--- src/logic/if_pkg.sv ---
package if_pkg;

  // Address and instruction word width
  parameter int unsigned XLEN = 32;

  // Upper bits of the trap vector base held in mtvec
  parameter int unsigned MTVEC_W = 25;

  // Interrupt index used to build the vectored target
  parameter int unsigned IRQ_ID_W = 5;

  // Outstanding fetches and prefetch buffer entries
  parameter int unsigned DEF_FETCH_DEPTH = 3;

  // Redirect source of the fetch address
  typedef enum logic [2:0] {
    PC_BOOT     = 3'd0,
    PC_JUMP     = 3'd1,
    PC_BRANCH   = 3'd2,
    PC_MRET     = 3'd3,
    PC_TRAP_EXC = 3'd4,
    PC_TRAP_IRQ = 3'd5
  } pc_sel_e;

  // One instruction bus response
  // Error bit on top, data word below
  typedef struct packed {
    logic            err;
    logic [XLEN-1:0] data;
  } fetch_word_t;

endpackage
--- src/logic/instr_stream_if.sv ---
`timescale 1ns/1ps

interface instr_stream_if;

  // Offered instruction, held until taken
  logic                     valid;
  logic [if_pkg::XLEN-1:0]  instr;
  logic [if_pkg::XLEN-1:0]  pc;
  logic                     compressed;
  logic                     err;

  // Sink side acceptance
  logic                     ready;

  modport source (
    output valid, instr, pc, compressed, err,
    input  ready
  );

  modport sink (
    input  valid, instr, pc, compressed, err,
    output ready
  );

endinterface

--- src/logic/fetch_bus_if.sv ---
`timescale 1ns/1ps

interface fetch_bus_if;

  // Request channel
  logic                     req;
  logic [if_pkg::XLEN-1:0]  addr;
  logic                     gnt;

  // Response channel, in order, one per granted request
  logic                     rvalid;
  logic [if_pkg::XLEN-1:0]  rdata;
  logic                     err;

  modport prefetch (
    output req, addr,
    input  gnt, rvalid, rdata, err
  );

  modport adapter (
    input  req, addr,
    output gnt, rvalid, rdata, err
  );

endinterface

--- src/logic/if_stage_top.sv ---
`timescale 1ns/1ps

module if_stage_top #(
  parameter int unsigned FETCH_DEPTH = if_pkg::DEF_FETCH_DEPTH
) (
  input  logic                        clk,
  input  logic                        rst_n,
  // Redirect control and targets
  input  logic                        pc_set_i,
  input  if_pkg::pc_sel_e             pc_sel_i,
  input  logic                        halt_if_i,
  input  logic [if_pkg::XLEN-1:0]     boot_addr_i,
  input  logic [if_pkg::XLEN-1:0]     jump_target_i,
  input  logic [if_pkg::XLEN-1:0]     branch_target_i,
  input  logic [if_pkg::XLEN-1:0]     mepc_i,
  input  logic [if_pkg::MTVEC_W-1:0]  mtvec_addr_i,
  input  logic [if_pkg::IRQ_ID_W-1:0] irq_id_i,
  output logic                        csr_mtvec_init_o,
  output logic                        if_busy_o,
  // Instruction bus
  output logic                        instr_req_o,
  output logic [if_pkg::XLEN-1:0]     instr_addr_o,
  input  logic                        instr_gnt_i,
  input  logic                        instr_rvalid_i,
  input  logic [if_pkg::XLEN-1:0]     instr_rdata_i,
  input  logic                        instr_err_i,
  // Decode side
  output logic                        id_valid_o,
  output logic [if_pkg::XLEN-1:0]     id_instr_o,
  output logic [if_pkg::XLEN-1:0]     id_pc_o,
  output logic                        id_compressed_o,
  output logic                        id_bus_err_o,
  input  logic                        id_ready_i
);

  logic [if_pkg::XLEN-1:0] fetch_addr;
  logic                    word_valid;
  if_pkg::fetch_word_t     word;
  logic [if_pkg::XLEN-1:0] word_addr;
  logic                    word_pop;

  fetch_bus_if    fetch_bus ();
  instr_stream_if instr_stream ();

  //////////////////////////////////////////////////////////////////////
  // Next fetch address
  //////////////////////////////////////////////////////////////////////

  if_pc_mux pc_mux_i (
    .pc_set_i         (pc_set_i),
    .pc_sel_i         (pc_sel_i),
    .boot_addr_i      (boot_addr_i),
    .jump_target_i    (jump_target_i),
    .branch_target_i  (branch_target_i),
    .mepc_i           (mepc_i),
    .mtvec_addr_i     (mtvec_addr_i),
    .irq_id_i         (irq_id_i),
    .fetch_addr_o     (fetch_addr),
    .csr_mtvec_init_o (csr_mtvec_init_o)
  );

  //////////////////////////////////////////////////////////////////////
  // Prefetch and bus
  //////////////////////////////////////////////////////////////////////

  if_prefetch_unit #(
    .FETCH_DEPTH (FETCH_DEPTH)
  ) prefetch_unit_i (
    .clk           (clk),
    .rst_n         (rst_n),
    .pc_set_i      (pc_set_i),
    .branch_addr_i (fetch_addr),
    .pop_i         (word_pop),
    .word_valid_o  (word_valid),
    .word_o        (word),
    .word_addr_o   (word_addr),
    .busy_o        (if_busy_o),
    .bus           (fetch_bus.prefetch)
  );

  if_obi_master obi_master_i (
    .clk            (clk),
    .rst_n          (rst_n),
    .instr_gnt_i    (instr_gnt_i),
    .instr_rvalid_i (instr_rvalid_i),
    .instr_rdata_i  (instr_rdata_i),
    .instr_err_i    (instr_err_i),
    .instr_req_o    (instr_req_o),
    .instr_addr_o   (instr_addr_o),
    .bus            (fetch_bus.adapter)
  );

  //////////////////////////////////////////////////////////////////////
  // Instruction split and IF/ID register
  //////////////////////////////////////////////////////////////////////

  if_aligner aligner_i (
    .clk           (clk),
    .rst_n         (rst_n),
    .pc_set_i      (pc_set_i),
    .branch_addr_i (fetch_addr),
    .word_valid_i  (word_valid),
    .word_i        (word),
    .word_addr_i   (word_addr),
    .pop_o         (word_pop),
    .out           (instr_stream.source)
  );

  if_id_pipe id_pipe_i (
    .clk             (clk),
    .rst_n           (rst_n),
    .pc_set_i        (pc_set_i),
    .halt_if_i       (halt_if_i),
    .id_ready_i      (id_ready_i),
    .id_valid_o      (id_valid_o),
    .id_instr_o      (id_instr_o),
    .id_pc_o         (id_pc_o),
    .id_compressed_o (id_compressed_o),
    .id_bus_err_o    (id_bus_err_o),
    .in              (instr_stream.sink)
  );

endmodule

--- src/logic/if_id_pipe.sv ---
`timescale 1ns/1ps

module if_id_pipe (
  input  logic                     clk,
  input  logic                     rst_n,
  input  logic                     pc_set_i,
  input  logic                     halt_if_i,
  input  logic                     id_ready_i,
  output logic                     id_valid_o,
  output logic [if_pkg::XLEN-1:0]  id_instr_o,
  output logic [if_pkg::XLEN-1:0]  id_pc_o,
  output logic                     id_compressed_o,
  output logic                     id_bus_err_o,
  instr_stream_if.sink             in
);

  logic                    valid_q;
  logic [if_pkg::XLEN-1:0] instr_q;
  logic [if_pkg::XLEN-1:0] pc_q;
  logic                    comp_q;
  logic                    err_q;
  logic                    xfer;

  // Empty or drained by decode, not halted, no redirect this cycle
  assign in.ready = (!valid_q || id_ready_i) && !halt_if_i && !pc_set_i;
  assign xfer     = in.valid && in.ready;

  always_ff @(posedge clk or negedge rst_n) begin
    if (!rst_n) begin
      valid_q <= 1'b0;
    end else if (pc_set_i) begin
      valid_q <= 1'b0;
    end else if (xfer) begin
      valid_q <= 1'b1;
    end else if (id_ready_i) begin
      // Decode took the entry and nothing replaced it
      valid_q <= 1'b0;
    end
  end

  always_ff @(posedge clk) begin
    if (xfer) begin
      // Raw halfword goes to decode, upper bits zero
      instr_q <= in.compressed ? {{(if_pkg::XLEN - 16){1'b0}}, in.instr[15:0]} : in.instr;
      pc_q    <= in.pc;
      comp_q  <= in.compressed;
      err_q   <= in.err;
    end
  end

  assign id_valid_o      = valid_q;
  assign id_instr_o      = instr_q;
  assign id_pc_o         = pc_q;
  assign id_compressed_o = comp_q;
  assign id_bus_err_o    = err_q;

endmodule

--- src/logic/if_aligner.sv ---
`timescale 1ns/1ps

module if_aligner (
  input  logic                     clk,
  input  logic                     rst_n,
  input  logic                     pc_set_i,
  input  logic [if_pkg::XLEN-1:0]  branch_addr_i,
  input  logic                     word_valid_i,
  input  if_pkg::fetch_word_t      word_i,
  input  logic [if_pkg::XLEN-1:0]  word_addr_i,
  output logic                     pop_o,
  instr_stream_if.source           out
);

  logic                    half_q;
  logic                    resid_valid_q;
  logic [15:0]             resid_q;
  logic                    resid_err_q;
  logic [if_pkg::XLEN-1:0] resid_pc_q;
  logic [15:0]             hw_lo;
  logic [15:0]             hw_hi;
  logic [15:0]             cur_hw;
  logic                    cur_c;
  logic                    split;
  logic                    take;

  assign hw_lo  = word_i.data[15:0];
  assign hw_hi  = word_i.data[31:16];
  assign cur_hw = half_q ? hw_hi : hw_lo;

  // Low bits other than 2'b11 mark a 16-bit instruction
  assign cur_c = cur_hw[1:0] != 2'b11;

  // 32-bit instruction in the upper half continues in the next word
  assign split = !resid_valid_q && half_q && !cur_c;

  always_comb begin
    out.valid      = word_valid_i && !split;
    out.compressed = !resid_valid_q && cur_c;
    out.err        = word_i.err || (resid_valid_q && resid_err_q);
    out.pc         = {word_addr_i[if_pkg::XLEN-1:2], half_q, 1'b0};
    if (resid_valid_q) begin
      // Lower half of the new word completes the saved upper half
      out.instr = {hw_lo, resid_q};
      out.pc    = resid_pc_q;
    end else if (half_q) begin
      out.instr = {16'h0000, hw_hi};
    end else begin
      out.instr = word_i.data;
    end
  end

  assign take = out.valid && out.ready;

  // Word leaves once nothing else in it is needed
  assign pop_o = word_valid_i &&
                 (split || (take && !resid_valid_q && (half_q || !cur_c)));

  always_ff @(posedge clk or negedge rst_n) begin
    if (!rst_n) begin
      half_q        <= 1'b0;
      resid_valid_q <= 1'b0;
    end else if (pc_set_i) begin
      // Start at the halfword named by the target
      half_q        <= branch_addr_i[1];
      resid_valid_q <= 1'b0;
    end else if (split && word_valid_i) begin
      resid_valid_q <= 1'b1;
    end else if (take) begin
      resid_valid_q <= 1'b0;
      // Only 16-bit steps move to the other half
      if (out.compressed) begin
        half_q <= ~half_q;
      end
    end
  end

  // Upper half waiting for its partner
  always_ff @(posedge clk) begin
    if (split && word_valid_i) begin
      resid_q     <= hw_hi;
      resid_err_q <= word_i.err;
      resid_pc_q  <= {word_addr_i[if_pkg::XLEN-1:2], 2'b10};
    end
  end

endmodule

--- src/logic/if_obi_master.sv ---
`timescale 1ns/1ps

module if_obi_master (
  input  logic                     clk,
  input  logic                     rst_n,
  input  logic                     instr_gnt_i,
  input  logic                     instr_rvalid_i,
  input  logic [if_pkg::XLEN-1:0]  instr_rdata_i,
  input  logic                     instr_err_i,
  output logic                     instr_req_o,
  output logic [if_pkg::XLEN-1:0]  instr_addr_o,
  fetch_bus_if.adapter             bus
);

  logic                    req_q;
  logic [if_pkg::XLEN-1:0] addr_q;
  logic                    accept;

  // Free slot, or the held request leaves this cycle
  assign accept  = !req_q || instr_gnt_i;
  assign bus.gnt = accept;

  // Request stays on the pins until granted
  always_ff @(posedge clk or negedge rst_n) begin
    if (!rst_n) begin
      req_q <= 1'b0;
    end else if (bus.req && accept) begin
      req_q <= 1'b1;
    end else if (instr_gnt_i) begin
      req_q <= 1'b0;
    end
  end

  // Address is frozen while the request waits
  always_ff @(posedge clk) begin
    if (bus.req && accept) begin
      addr_q <= bus.addr;
    end
  end

  assign instr_req_o  = req_q;
  assign instr_addr_o = addr_q;

  // Responses come back in order, passed through as they arrive
  assign bus.rvalid = instr_rvalid_i;
  assign bus.rdata  = instr_rdata_i;
  assign bus.err    = instr_err_i;

endmodule

--- src/logic/if_prefetch_unit.sv ---
`timescale 1ns/1ps

module if_prefetch_unit #(
  parameter int unsigned FETCH_DEPTH = if_pkg::DEF_FETCH_DEPTH
) (
  input  logic                     clk,
  input  logic                     rst_n,
  input  logic                     pc_set_i,
  input  logic [if_pkg::XLEN-1:0]  branch_addr_i,
  input  logic                     pop_i,
  output logic                     word_valid_o,
  output if_pkg::fetch_word_t      word_o,
  output logic [if_pkg::XLEN-1:0]  word_addr_o,
  output logic                     busy_o,
  fetch_bus_if.prefetch            bus
);

  localparam int unsigned CNT_W = $clog2(FETCH_DEPTH + 1);
  localparam int unsigned PTR_W = $clog2(FETCH_DEPTH);

  logic [if_pkg::XLEN-1:0] target_word;
  logic [if_pkg::XLEN-1:0] fetch_addr_q;
  logic [if_pkg::XLEN-1:0] resp_addr_q;
  logic                    active_q;
  logic [CNT_W-1:0]        outst_q;
  logic [CNT_W-1:0]        discard_q;
  logic [CNT_W-1:0]        fifo_cnt_q;
  logic [PTR_W-1:0]        rd_ptr_q;
  logic [PTR_W-1:0]        wr_ptr_q;
  logic [CNT_W:0]          occupancy;
  logic                    room;
  logic                    issue;
  logic                    keep;
  logic                    do_pop;

  if_pkg::fetch_word_t     word_mem [FETCH_DEPTH];
  logic [if_pkg::XLEN-1:0] addr_mem [FETCH_DEPTH];

  // Wrap at the buffer depth, which need not be a power of two
  function automatic logic [PTR_W-1:0] ptr_inc(input logic [PTR_W-1:0] ptr);
    return (ptr == PTR_W'(FETCH_DEPTH - 1)) ? '0 : ptr + 1'b1;
  endfunction

  assign target_word = {branch_addr_i[if_pkg::XLEN-1:2], 2'b00};

  //////////////////////////////////////////////////////////////////////
  // Request side
  //////////////////////////////////////////////////////////////////////

  // Buffered words plus requests in flight never exceed the depth
  assign occupancy = {1'b0, fifo_cnt_q} + {1'b0, outst_q};
  assign room      = occupancy < (CNT_W + 1)'(FETCH_DEPTH);

  // Old address is stale during a redirect cycle
  assign bus.req  = active_q && room && !pc_set_i;
  assign bus.addr = fetch_addr_q;
  assign issue    = bus.req && bus.gnt;

  always_ff @(posedge clk or negedge rst_n) begin
    if (!rst_n) begin
      active_q     <= 1'b0;
      fetch_addr_q <= '0;
      resp_addr_q  <= '0;
    end else if (pc_set_i) begin
      // Fetching starts with the first redirect
      active_q     <= 1'b1;
      fetch_addr_q <= target_word;
      resp_addr_q  <= target_word;
    end else begin
      if (issue) begin
        fetch_addr_q <= fetch_addr_q + 32'd4;
      end
      if (keep) begin
        resp_addr_q <= resp_addr_q + 32'd4;
      end
    end
  end

  //////////////////////////////////////////////////////////////////////
  // Response side
  //////////////////////////////////////////////////////////////////////

  // Responses owed to requests from before a redirect are dropped
  assign keep   = bus.rvalid && (discard_q == '0) && !pc_set_i;
  assign do_pop = pop_i && word_valid_o;

  always_ff @(posedge clk or negedge rst_n) begin
    if (!rst_n) begin
      outst_q   <= '0;
      discard_q <= '0;
    end else begin
      outst_q <= outst_q + CNT_W'(issue) - CNT_W'(bus.rvalid);
      if (pc_set_i) begin
        // Everything still in flight is stale
        discard_q <= outst_q - CNT_W'(bus.rvalid);
      end else if (bus.rvalid && (discard_q != '0)) begin
        discard_q <= discard_q - 1'b1;
      end
    end
  end

  // Buffer control, flushed on the redirect edge
  always_ff @(posedge clk or negedge rst_n) begin
    if (!rst_n) begin
      fifo_cnt_q <= '0;
      rd_ptr_q   <= '0;
      wr_ptr_q   <= '0;
    end else if (pc_set_i) begin
      fifo_cnt_q <= '0;
      rd_ptr_q   <= '0;
      wr_ptr_q   <= '0;
    end else begin
      fifo_cnt_q <= fifo_cnt_q + CNT_W'(keep) - CNT_W'(do_pop);
      if (keep) begin
        wr_ptr_q <= ptr_inc(wr_ptr_q);
      end
      if (do_pop) begin
        rd_ptr_q <= ptr_inc(rd_ptr_q);
      end
    end
  end

  // Buffer storage
  always_ff @(posedge clk) begin
    if (keep) begin
      word_mem[wr_ptr_q] <= '{err: bus.err, data: bus.rdata};
      addr_mem[wr_ptr_q] <= resp_addr_q;
    end
  end

  // Head of the buffer
  assign word_valid_o = fifo_cnt_q != '0;
  assign word_o       = word_mem[rd_ptr_q];
  assign word_addr_o  = addr_mem[rd_ptr_q];

  assign busy_o = (outst_q != '0) || bus.req;

endmodule

--- src/logic/if_pc_mux.sv ---
`timescale 1ns/1ps

module if_pc_mux (
  input  logic                        pc_set_i,
  input  if_pkg::pc_sel_e             pc_sel_i,
  input  logic [if_pkg::XLEN-1:0]     boot_addr_i,
  input  logic [if_pkg::XLEN-1:0]     jump_target_i,
  input  logic [if_pkg::XLEN-1:0]     branch_target_i,
  input  logic [if_pkg::XLEN-1:0]     mepc_i,
  input  logic [if_pkg::MTVEC_W-1:0]  mtvec_addr_i,
  input  logic [if_pkg::IRQ_ID_W-1:0] irq_id_i,
  output logic [if_pkg::XLEN-1:0]     fetch_addr_o,
  output logic                        csr_mtvec_init_o
);

  logic [if_pkg::XLEN-1:0] target;

  always_comb begin
    // Boot target is word aligned
    target = {boot_addr_i[if_pkg::XLEN-1:2], 2'b00};
    unique case (pc_sel_i)
      if_pkg::PC_BOOT:     target = {boot_addr_i[if_pkg::XLEN-1:2], 2'b00};
      if_pkg::PC_JUMP:     target = jump_target_i;
      if_pkg::PC_BRANCH:   target = branch_target_i;
      // Return to the interrupted instruction
      if_pkg::PC_MRET:     target = mepc_i;
      // All exceptions share the vector base
      if_pkg::PC_TRAP_EXC: target = {mtvec_addr_i, 7'h00};
      // Interrupts are vectored by their index
      if_pkg::PC_TRAP_IRQ: target = {mtvec_addr_i, irq_id_i, 2'b00};
      default:             target = {boot_addr_i[if_pkg::XLEN-1:2], 2'b00};
    endcase
  end

  // Halfword aligned, bit 0 never fetched
  assign fetch_addr_o = {target[if_pkg::XLEN-1:1], 1'b0};

  // CSR file loads mtvec from the boot address
  assign csr_mtvec_init_o = pc_set_i && (pc_sel_i == if_pkg::PC_BOOT);

endmodule

--- config.mk ---
export PLATFORM = sky130hd
export DESIGN_NAME = if_stage_top
export DESIGN_NICKNAME = d
export VERILOG_FILES = /design/src/logic/if_pkg.sv /design/src/logic/instr_stream_if.sv /design/src/logic/fetch_bus_if.sv /design/src/logic/if_stage_top.sv /design/src/logic/if_id_pipe.sv /design/src/logic/if_aligner.sv /design/src/logic/if_obi_master.sv /design/src/logic/if_prefetch_unit.sv /design/src/logic/if_pc_mux.sv
export SDC_FILE = /design/constraint.sdc
export NUM_CORES = 1
export LEC_CHECK = 0
export BUFFER_PORTS_ARGS = -buffer_cell sky130_fd_sc_hd__buf_2
export CELL_PAD_IN_SITES_DETAIL_PLACEMENT = 1
export CELL_PAD_IN_SITES_GLOBAL_PLACEMENT = 1
export CORE_MARGIN = 1.5
export CORE_UTILIZATION = 49
export DETAILED_ROUTE_END_ITERATION = 7
export GPL_ROUTABILITY_DRIVEN = 0
export PLACE_DENSITY_LB_ADDON = 0.1
export SLEW_MARGIN = 20
export SYNTH_ARGS = -nofsm -noshare
export SYNTH_HDL_FRONTEND = slang
export SYNTH_SLANG_ARGS = --single-unit
--- constraint.sdc ---
create_clock -name clk -period 19.8 [get_ports clk]
set_clock_uncertainty 0.1 [all_clocks]
set_input_delay 1.98 -clock clk [delete_from_list [all_inputs] [get_ports clk]]
set_output_delay 1.98 -clock clk [all_outputs]
set_load 0.01 [all_outputs]
Word-level counts from Yosys, hierarchy flattened. Memory sizes are Yosys's and may differ from the RTL's. Index checks and enable logic that the tools add are counted.

Register bits after elaboration: 223. Latch bits: 0. RAM bits: 195. Memory bits (read-only): 0. Bits of input ports: 201. Output and inout port bits: 102. Logic and storage cells: 126. Memories kept: 2.

$add $sub $neg: 11. Multipliers: 0. Divide/modulo/power cells: 0. Order comparisons: 1. Eq/ne operators: 9. Shift operators: 0. Mux-type cells: 32. Bitwise operators: 1. Reduce and logical (&&, ||, !) cells: 48.

Memories: prefetch_unit_i.word_mem (words 3, bits a word 33, read ports 1, clocked after Yosys merged registers in 0, wr ports 1, RTL line if_prefetch_unit.sv:36) `if_pkg::fetch_word_t word_mem [FETCH_DEPTH];`; prefetch_unit_i.addr_mem (words 3, bits a word 32, read ports 1, clocked after Yosys merged registers in 0, wr ports 1, RTL line if_prefetch_unit.sv:37) `logic [if_pkg::XLEN-1:0] addr_mem [FETCH_DEPTH];`.

Operators with widths (number): 32-bit 2-to-1 mux (7); 32-bit one-hot mux with 5 select lines (1); 32-bit by 3-bit adder with 32-bit output, second input constant (2); 1-bit logical AND (20); 2-bit 2-to-1 mux (10); 2-bit nonzero test (10); 1-bit 2-to-1 mux (14); 1-bit zero test (7); 3-bit by 2-bit == test with 1-bit output, second input constant (2); 3-bit == test, second input constant (2); 1-bit logical OR (6); 3-bit nonzero test (2); 2-bit by 1-bit subtractor with 2-bit output (3); 2-bit by 1-bit adder with 2-bit output (2); 2-bit by 1-bit adder with 2-bit output, second input constant (2); 2-bit == test, second input constant (2); 2-bit inequality test, second input constant (2); 2-bit by 2-bit adder with 3-bit output (1); 3-bit by 1-bit == test with 1-bit output, second input constant (1); 3-bit zero test (1); 3-bit by 2-bit < comparator with 1-bit output, second input constant (1); 3-bit AND reduction (1); 2-bit zero test (1); 2-bit by 1-bit subtractor with 2-bit output, second input constant (1); 1-bit inverter (1).

Depth between registers and ports, before layout. Gate-level depths: netlist (run 1). An unclocked memory read counts as a cell.

Depth in word-level cells: 15. Gate-level depth with buffers: 11. Gate-level depth less buffers: 10.

Cells and area by module. From an unflattened synthesis (run 1), not the netlist that was laid out.

Cell total of the unflattened synthesis: 1317. Area, all modules: 18880.6 um2.

Modules (own cells, without submodules): if_prefetch_unit (times used 1, cells each 841, area an instance 11096.9 um2, sequential area each 7452.1 um2); if_aligner (times used 1, cells each 179, area an instance 2568.7 um2, sequential area each 1461.4 um2); if_id_pipe (times used 1, cells each 89, area an instance 2200.9 um2, sequential area each 2006.9 um2); if_pc_mux (times used 1, cells each 138, area an instance 1744.2 um2, sequential area each 0.0 um2); if_obi_master (times used 1, cells each 70, area an instance 1270.0 um2, sequential area each 985.9 um2).

Worst setup path after synthesis (run 1). Ideal clock, no wire load.

Path kind: input port to flip-flop. Start point: input port pc_set_i. End point: memory prefetch_unit_i.addr_mem[1][10] (netlist bit), enable pin. Library setup time: 0.662 ns. Arrival time: 9.164 ns. Data required time: 19.038 ns. Path slack: 9.874 ns. Stages: 4. Path buffers: 3. Cell sequence: clkbuf_1 buf_1 buf_1 nor4b_1.

Cells in the longest elaborated chain, start to end: 4.

RTL lines: start: declaration (RTL line if_stage_top.sv:9) `input logic pc_set_i,`; 1-bit zero test (RTL line if_prefetch_unit.sv:84) `assign keep = bus.rvalid && (discard_q == '0) && !pc_set_i;`; 1-bit logical AND (RTL line if_prefetch_unit.sv:84); 1-bit 2-to-1 mux (RTL line if_prefetch_unit.sv:125) `if (keep) begin`; 1-bit 2-to-1 mux (not written as such) (RTL line if_prefetch_unit.sv:127) `addr_mem[wr_ptr_q] <= resp_addr_q;`; end: declaration (RTL line if_prefetch_unit.sv:37).

No other way between the ends.

Final worst setup path (run 1).
Start point: input port pc_sel_i[2]. End point: output port csr_mtvec_init_o.

Cells in the longest elaborated chain, start to end: 2.

RTL lines: start: declaration (RTL line if_stage_top.sv:10) `input if_pkg::pc_sel_e pc_sel_i,`; 3-bit zero test (RTL line if_pc_mux.sv:39) `assign csr_mtvec_init_o = pc_set_i && (pc_sel_i == if_pkg::PC_BOOT);`; 1-bit logical AND (RTL line if_pc_mux.sv:39); end: declaration (RTL line if_stage_top.sv:18) `output logic csr_mtvec_init_o,`.

No other way between the ends.

==> results of run 1 <==
## power groups by stage
stage / logic (mW) / registers (mW) / clock network, mW
after floorplan: 0.174 / 1.09 / 0
after global placement: 0.285 / 1.09 / 0
final: 0.295 / 1.07 / 0.710
after global routing: 0.329 / 1.08 / 0.752
after CTS: 0.299 / 1.07 / 0.726
after detailed placement: 0.296 / 1.09 / 0
## area by class of cell
cell class,instances,area [um2],share of cell area [%]
antenna,1,2.50,0.0118
sequential,406,11800,55.9
clock buffer,56,1130,5.36
clock inverter,17,78.8,0.372
timing repair buffer,311,1620,7.66
tap,468,586,2.77
inverter,44,165,0.780
multi-input combinational,830,5750,27.2
## synth_stat cells, drive strengths merged (13+ instances only)
cell	instances	area share, %
inv	43	0.89
nor3	17	0.47
nor2	79	1.6
edfxtp	331	55
mux2	52	3.2
nand3	27	0.75
a31oi	13	0.45
xnor2	19	0.92
clkbuf	48	1.0
buf	37	0.98
o22ai	26	0.90
dfrtp	75	10
mux2i	121	6.7
o21ai	96	2.7
nand2	80	1.7
a22oi	13	0.54
nor2b	14	0.49
nand4	13	0.45
a21oi	84	2.3
a2bb2oi	13	0.63
and3	15	0.52
## placed cells by master (no fill, tap or decap), drive strengths merged, types with 16 or more instances in the layout
cell / n
o22ai: 26
nor3: 17
mux2i: 121
o21ai: 96
nand3: 27
edfxtp: 331
buf: 311
clkinv: 16
nor2: 79
dfrtp: 75
a21oi: 84
inv: 45
mux2: 52
clkbuf: 56
xnor2: 19
nand2: 80
## how the worst max path moves through the flow
stage / endpoint / slack [ns] / depth (start not counted) / startpoint
2_1_floorplan: prefetch_unit_i.addr_mem[1][10]$_DFFE_PP_ / 9.87 / 4 / pc_set_i
3_3_place_gp: csr_mtvec_init_o / 14.37 / 5 / pc_sel_i[2]
3_5_place_dp: csr_mtvec_init_o / 14.38 / 5 / pc_sel_i[2]
4_1_cts: csr_mtvec_init_o / 14.37 / 5 / pc_sel_i[2]
5_1_grt: csr_mtvec_init_o / 14.29 / 5 / pc_sel_i[2]
6_report: csr_mtvec_init_o / 14.38 / 5 / pc_sel_i[2]
## state kept, by name, summed over array words and instances (netlist names), 2 cells and up
name and cells:
prefetch_unit_i.rd_ptr_q 2, aligner_i.resid_q 16, prefetch_unit_i.fifo_cnt_q 2, prefetch_unit_i.outst_q 2, prefetch_unit_i.resp_addr_q 30, prefetch_unit_i.wr_ptr_q 2
prefetch_unit_i.bus.addr 30, aligner_i.resid_pc_q 30, prefetch_unit_i.addr_mem 90, id_pipe_i.id_instr_o 32, prefetch_unit_i.discard_q 2, obi_master_i.instr_addr_o 30
prefetch_unit_i.word_mem 99, id_pipe_i.id_pc_o 31
## critical path, cell delays in order
cell    delay [ns]
buf_2         0.09
buf_4         0.31
or3b_2        0.66
nor2_1        0.12
buf_2         0.14
## per-layer routing
metal  vias up  track usage, %  routed length (um)  part of all wire (%)
met5         -               0                  11                 0.023
met4         2            7.52                1110                   2.4
met3        66            4.62                2540                   5.4
met2       367            43.4               23600                    50
met1      6143            32.5               20000                    42
li1       5708               -                   -                     -
## cell families (layout without fill, tap and decap cells)
kind of cell / after synthesis / in the layout
compound gates: 319 / 319
other cells: 1 / 4
flops: 406 / 406
fa+ha+maj: 9 / 9
simple gates: 296 / 296
buf+inv: 129 / 428
xor+xnor: 25 / 25
mux: 178 / 178
## stage by stage
step           utilization (%)  hold slack [ns]  worst slack, ns  area, um2  power [mW]
5_1_grt                   58.1            0.413            14.29      21200        2.16
4_1_cts                   58.0            0.387            14.37      21100        2.10
3_3_place_gp              54.7            0.356            14.37      19900        1.37
2_1_floorplan                -            0.340             9.87      18000        1.26
6_report                  58.1            0.382            14.38      21200        2.08
3_5_place_dp              54.7            0.362            14.38      19900        1.39
==> impl_metrics.yaml, run 1 <==
outcome:
  status: "complete, no violations"
timing:
  rsz0062_at_grt: "false"
  max_freq_ghz: 0.185
  setup_viol: 0
  finalCritPeriodShare_pct: 27.3
  tns_ns: 0
  worst_pin_slew_ns: 1.01
  slew_violations: 0
  relSlewSlack_pct: 32.8
  layout_min_cycle_time_ns: 5.42
  report.final.hold_viol_count: 0
worst_setup_path:
  worst_setup_path_start_kind: "primary input"
  worstSetupPathType: "in2out"
  r2r_start: "prefetch_unit_i.rd_ptr_q[0]$_DFFE_PN0P_"
  r2r_cells: 11
  critPathMaxFanout: 71
  r2r_end: "prefetch_unit_i.fifo_cnt_q[1]$_DFF_PN0_"
  reg2reg_slack_ns: 16.16
  cp_data_arrival_time_ns: 3.34
  cp.required_ns: 17.72
  endpoint_kind: "output pin"
power_and_ir_drop:
  power_density_nw_per_um2: 98.3
  clockPowerShare_pct: 34.1
  vdd_drop_max_mv: 0.0493
  power.switching_mw: 0.543
  internal_power_mw: 1.54
  power_frac_seq_pct: 51.7
  pwr-share-comb_pct: 14.2
  netSwitchingFraction_pct: 26.1
  leakage_nw: 7.92
clocking:
  post_cts_resized: 0
  cts-root-buf: "clkbuf_16"
  hold_buffers: 0
  clockBufferDepth: 3
  cts_tree: "yes"
  clkLatencyLatePin_ns: 0.54
  cts_buffers: 41
  clkSlewWorstSetupHoldPaths_ns: 0.06
  post_cts_buffers: 0
  cts.sinks: 406
  htree_levels: 2
logic_synthesis:
  syn-cell-area_um2: 18000
  synthXorXnorAreaFrac_pct: 1.21
  synth_simple_gate_area_share_pct: 8.19
  synth_edf_count: 331
  syn_inst: 1363
  synth_compound_area_share_pct: 10.9
  synth_cell_types: 65
  avgSynthCellArea_um2: 13.2
  synth.area.mux_share_pct: 10.6
  synth_top_family_by_area: "compound AO/OA/AOI/OAI gates"
  ys.warnings.count: 0
  yosysSeqAreaShare_pct: 65.5
  synth_fa_ha_area_share_pct: 0.666
  ys_async_sr_fraction_pct: 18.5
  synth-seq-cells: 406
  ys.flop_type: "edfxtp_1"
global_routing:
  grt_max_degree: 89
  antenna_found_initial: 1
  grt_pass1_vias: 13200
  grt_usage_pct: 25.2
  overflow: 0
  grt_pass1_wl_um: 74400
placed_design:
  port_buffers: 294
  place_inst: 2058
  post-dp-hpwl_um: 31800
detailed_routing:
  vias_per_cell: 5.76
  vias: 12300
  drt_iter0_drc: 800
  detail_route.wl_per_cell_um: 22.2
  dr.pass1.iters: 5
  routed_wl_um: 47300
  remaining_drc_errors: 0
  antenna_left: 0
hold_path:
  min_path_type: "reg2reg"
  hold_end: "obi_master_i.instr_addr_o[15]$_DFFE_PP_"
  min_path_cells: 0
  hold_start: "prefetch_unit_i.bus.addr[15]$_DFFE_PN0N_"
die:
  core_um2: 36400
  die_w_um: 195
  io_pins: 303
  design.die.area_um2: 38000
  rows: 70
  start_util_pct: 49.5
  die_y_um: 195
cells_and_area:
  nNetsFinal: 1844
  drive_gt1_share_pct: 26.8
  stdcell_count: 2133
  areaGrowthSynthToFinish_pct: 17.3
  fillers: 3722
job:
  cap_viol_max_count: 0
No activity file was read; power rests on OpenSTA's default activity.
==> inputs of run 2 (changes only) <==
CORE_UTILIZATION = 46   (was 49)
clock period = 5.3 ns   (was 19.8 ns; I/O delays follow)
==> impl_metrics.yaml, run 2 (synthesized netlist as in run 1, its figures left out) <==
outcome:
  status: "complete, no violations"
detailed_routing:
  routed_wl_um: 48300
  antenna_left: 0
  dr.pass1.iters: 5
  vias_per_cell: 5.59
  drt_iter0_drc: 732
  detail_route.wl_per_cell_um: 22.1
  vias: 12200
  remaining_drc_errors: 0
die:
  die_w_um: 201
  rows: 72
  io_pins: 303
  design.die.area_um2: 40400
  die_y_um: 201
  start_util_pct: 46.7
  core_um2: 38600
worst_setup_path:
  worstSetupPathType: "reg2reg"
  critPathMaxFanout: 30
  slowest_delay_ns: 0.95
  slowest_stage: "nor4b_2"
  cp_data_arrival_time_ns: 3.26
  critPathTopFamily: "simple AND/OR/NAND/NOR gates"
  worst_setup_path_start_kind: "flop"
  path_buf_inv: 2
  cp.required_ns: 5.37
  crit_chain: "inv_1, ha_1, nand2_1, nor4b_2, buf_4"
  endpoint_kind: "flop"
placed_design:
  place_ws_ns: 2.03
  dpl_cell_area_um2: 20000
  port_buffers: 294
  post-dp-hpwl_um: 33600
global_routing:
  grt_usage_pct: 24.0
  overflow: 0
  grt_max_degree: 68
  grt_pass1_vias: 13000
  grt_pass1_wl_um: 75100
  antenna_found_initial: 0
timing:
  worst_pin_slew_ns: 0.998
  slew_violations: 0
  report.final.hold_viol_count: 0
  layout_min_cycle_time_ns: 3.19
  layout_setup_ws_ns: 2.11
  finalCritPeriodShare_pct: 60.3
  rsz0062_at_grt: "false"
  setup_viol: 0
  relSlewSlack_pct: 33.3
  max_freq_ghz: 0.313
clocking:
  cts_buffers: 40
  cts-root-buf: "clkbuf_16"
  cts.sinks: 406
  post_cts_buffers: 0
  clkSlewWorstSetupHoldPaths_ns: 0.07
  cts_tree: "yes"
  clockBufferDepth: 3
  clkLatencyLatePin_ns: 0.55
  htree_levels: 2
cells_and_area:
  fin_area_um2: 21400
  nNetsFinal: 1848
  regMostFlops: "prefetch_unit_i.word_mem"
  mostFrequentLayoutCell: "edfxtp_1"
  areaGrowthSynthToFinish_pct: 18.5
  mostFrequentLayoutCells: "edfxtp_1 (331), buf_2 (293), mux2i_1 (121)"
  largest_reg_flops: 99
  drive_gt1_share_pct: 27.2
hold_path:
  min_path_type: "in2reg"
power_and_ir_drop:
  finalPower_mw: 8.09
  leakage_nw: 8.00
  power_density_nw_per_um2: 378
  vdd_drop_max_mv: 0.190
job:
  cap_viol_max_count: 0
==> run 2: cell count changes in the layout (fill, tap and decap cells not counted), sizes merged <==
cell	previous run	this run
inv	45	48
buf	311	315
bufinv	0	7
dlygate4sd3	0	1
clkbuf	56	50
clkinv	16	9
clkinvlp	0	1
==> run 2: worst register-to-register path, cell delays in order, from the launching register on <==
cell,delay (ns)
dfrtp_1,0.39
inv_1,0.08
ha_1,0.29
nand2_1,0.41
nor4b_2,0.95
buf_4,0.59
==> run 2: report_power, final <==
group | leakage (nW) | internal (mW) | switching (mW)
combinational | 3.39 | 0.442 | 0.665
clock | 0.662 | 1.78 | 1.18
sequential | 3.95 | 3.81 | 0.223
total | 8.00 | 6.02 | 2.07
==> run 2: path summary, 6_finish.rpt <==
kind                       slack [ns]                                          end                                      from  cells after the start
min                              0.08    prefetch_unit_i.word_mem[1][13]$_DFFE_PP_                         instr_rdata_i[13]                      1
max in group asynchronous        3.68      prefetch_unit_i.rd_ptr_q[1]$_DFFE_PN0P_                                     rst_n                      3
min in group asynchronous        0.43  prefetch_unit_i.resp_addr_q[18]$_DFFE_PN0P_                                     rst_n                      2
max                              2.11    prefetch_unit_i.word_mem[1][18]$_DFFE_PP_  prefetch_unit_i.discard_q[1]$_DFFE_PN0P_                      5
max reg2reg                      2.11    prefetch_unit_i.word_mem[1][18]$_DFFE_PP_  prefetch_unit_i.discard_q[1]$_DFFE_PN0P_                      5
min reg2reg                      0.38      obi_master_i.instr_addr_o[15]$_DFFE_PP_  prefetch_unit_i.bus.addr[15]$_DFFE_PN0N_                      0
==> run 2: metal layers <==
layer | routed length, um | share of wire [%] | global-route usage (%) | vias to the layer above
met5 | 0 | 0 | 0 | -
met4 | 993 | 2.1 | 6.50 | 0
met3 | 2540 | 5.3 | 4.35 | 67
met2 | 23700 | 49 | 40.9 | 353
met1 | 21100 | 44 | 31.5 | 6097
li1 | - | - | - | 5696
==> run 2: metrics by stage <==
stage	cells	setup TNS (ns)	utilization [%]	hold slack, ns
floorplan	1365	-565.39	-	0.134
detailed placement	2113	0	51.8	0.375
finish	2186	0	55.3	0.0830
CTS	2185	0	55.3	0.0554
global route	2185	0	55.3	0.0657
global placement	2113	0	51.8	0.374
==> run 2: what timing repair did <==
item / in CTS / in global routing
gates resized for setup: 0 / 0
hold endpoints to repair: 36 / 0
hold buffers: 1 / 0
==> run 2: layout make-up <==
type	instances	area, um2
timing repair buffer	316	1640
multi-input combinational	830	5750
clock buffer	50	1070
inverter	44	165
fill	3943	17300
antenna	1	2.50
tap	518	648
sequential	406	11800
clock inverter	21	287
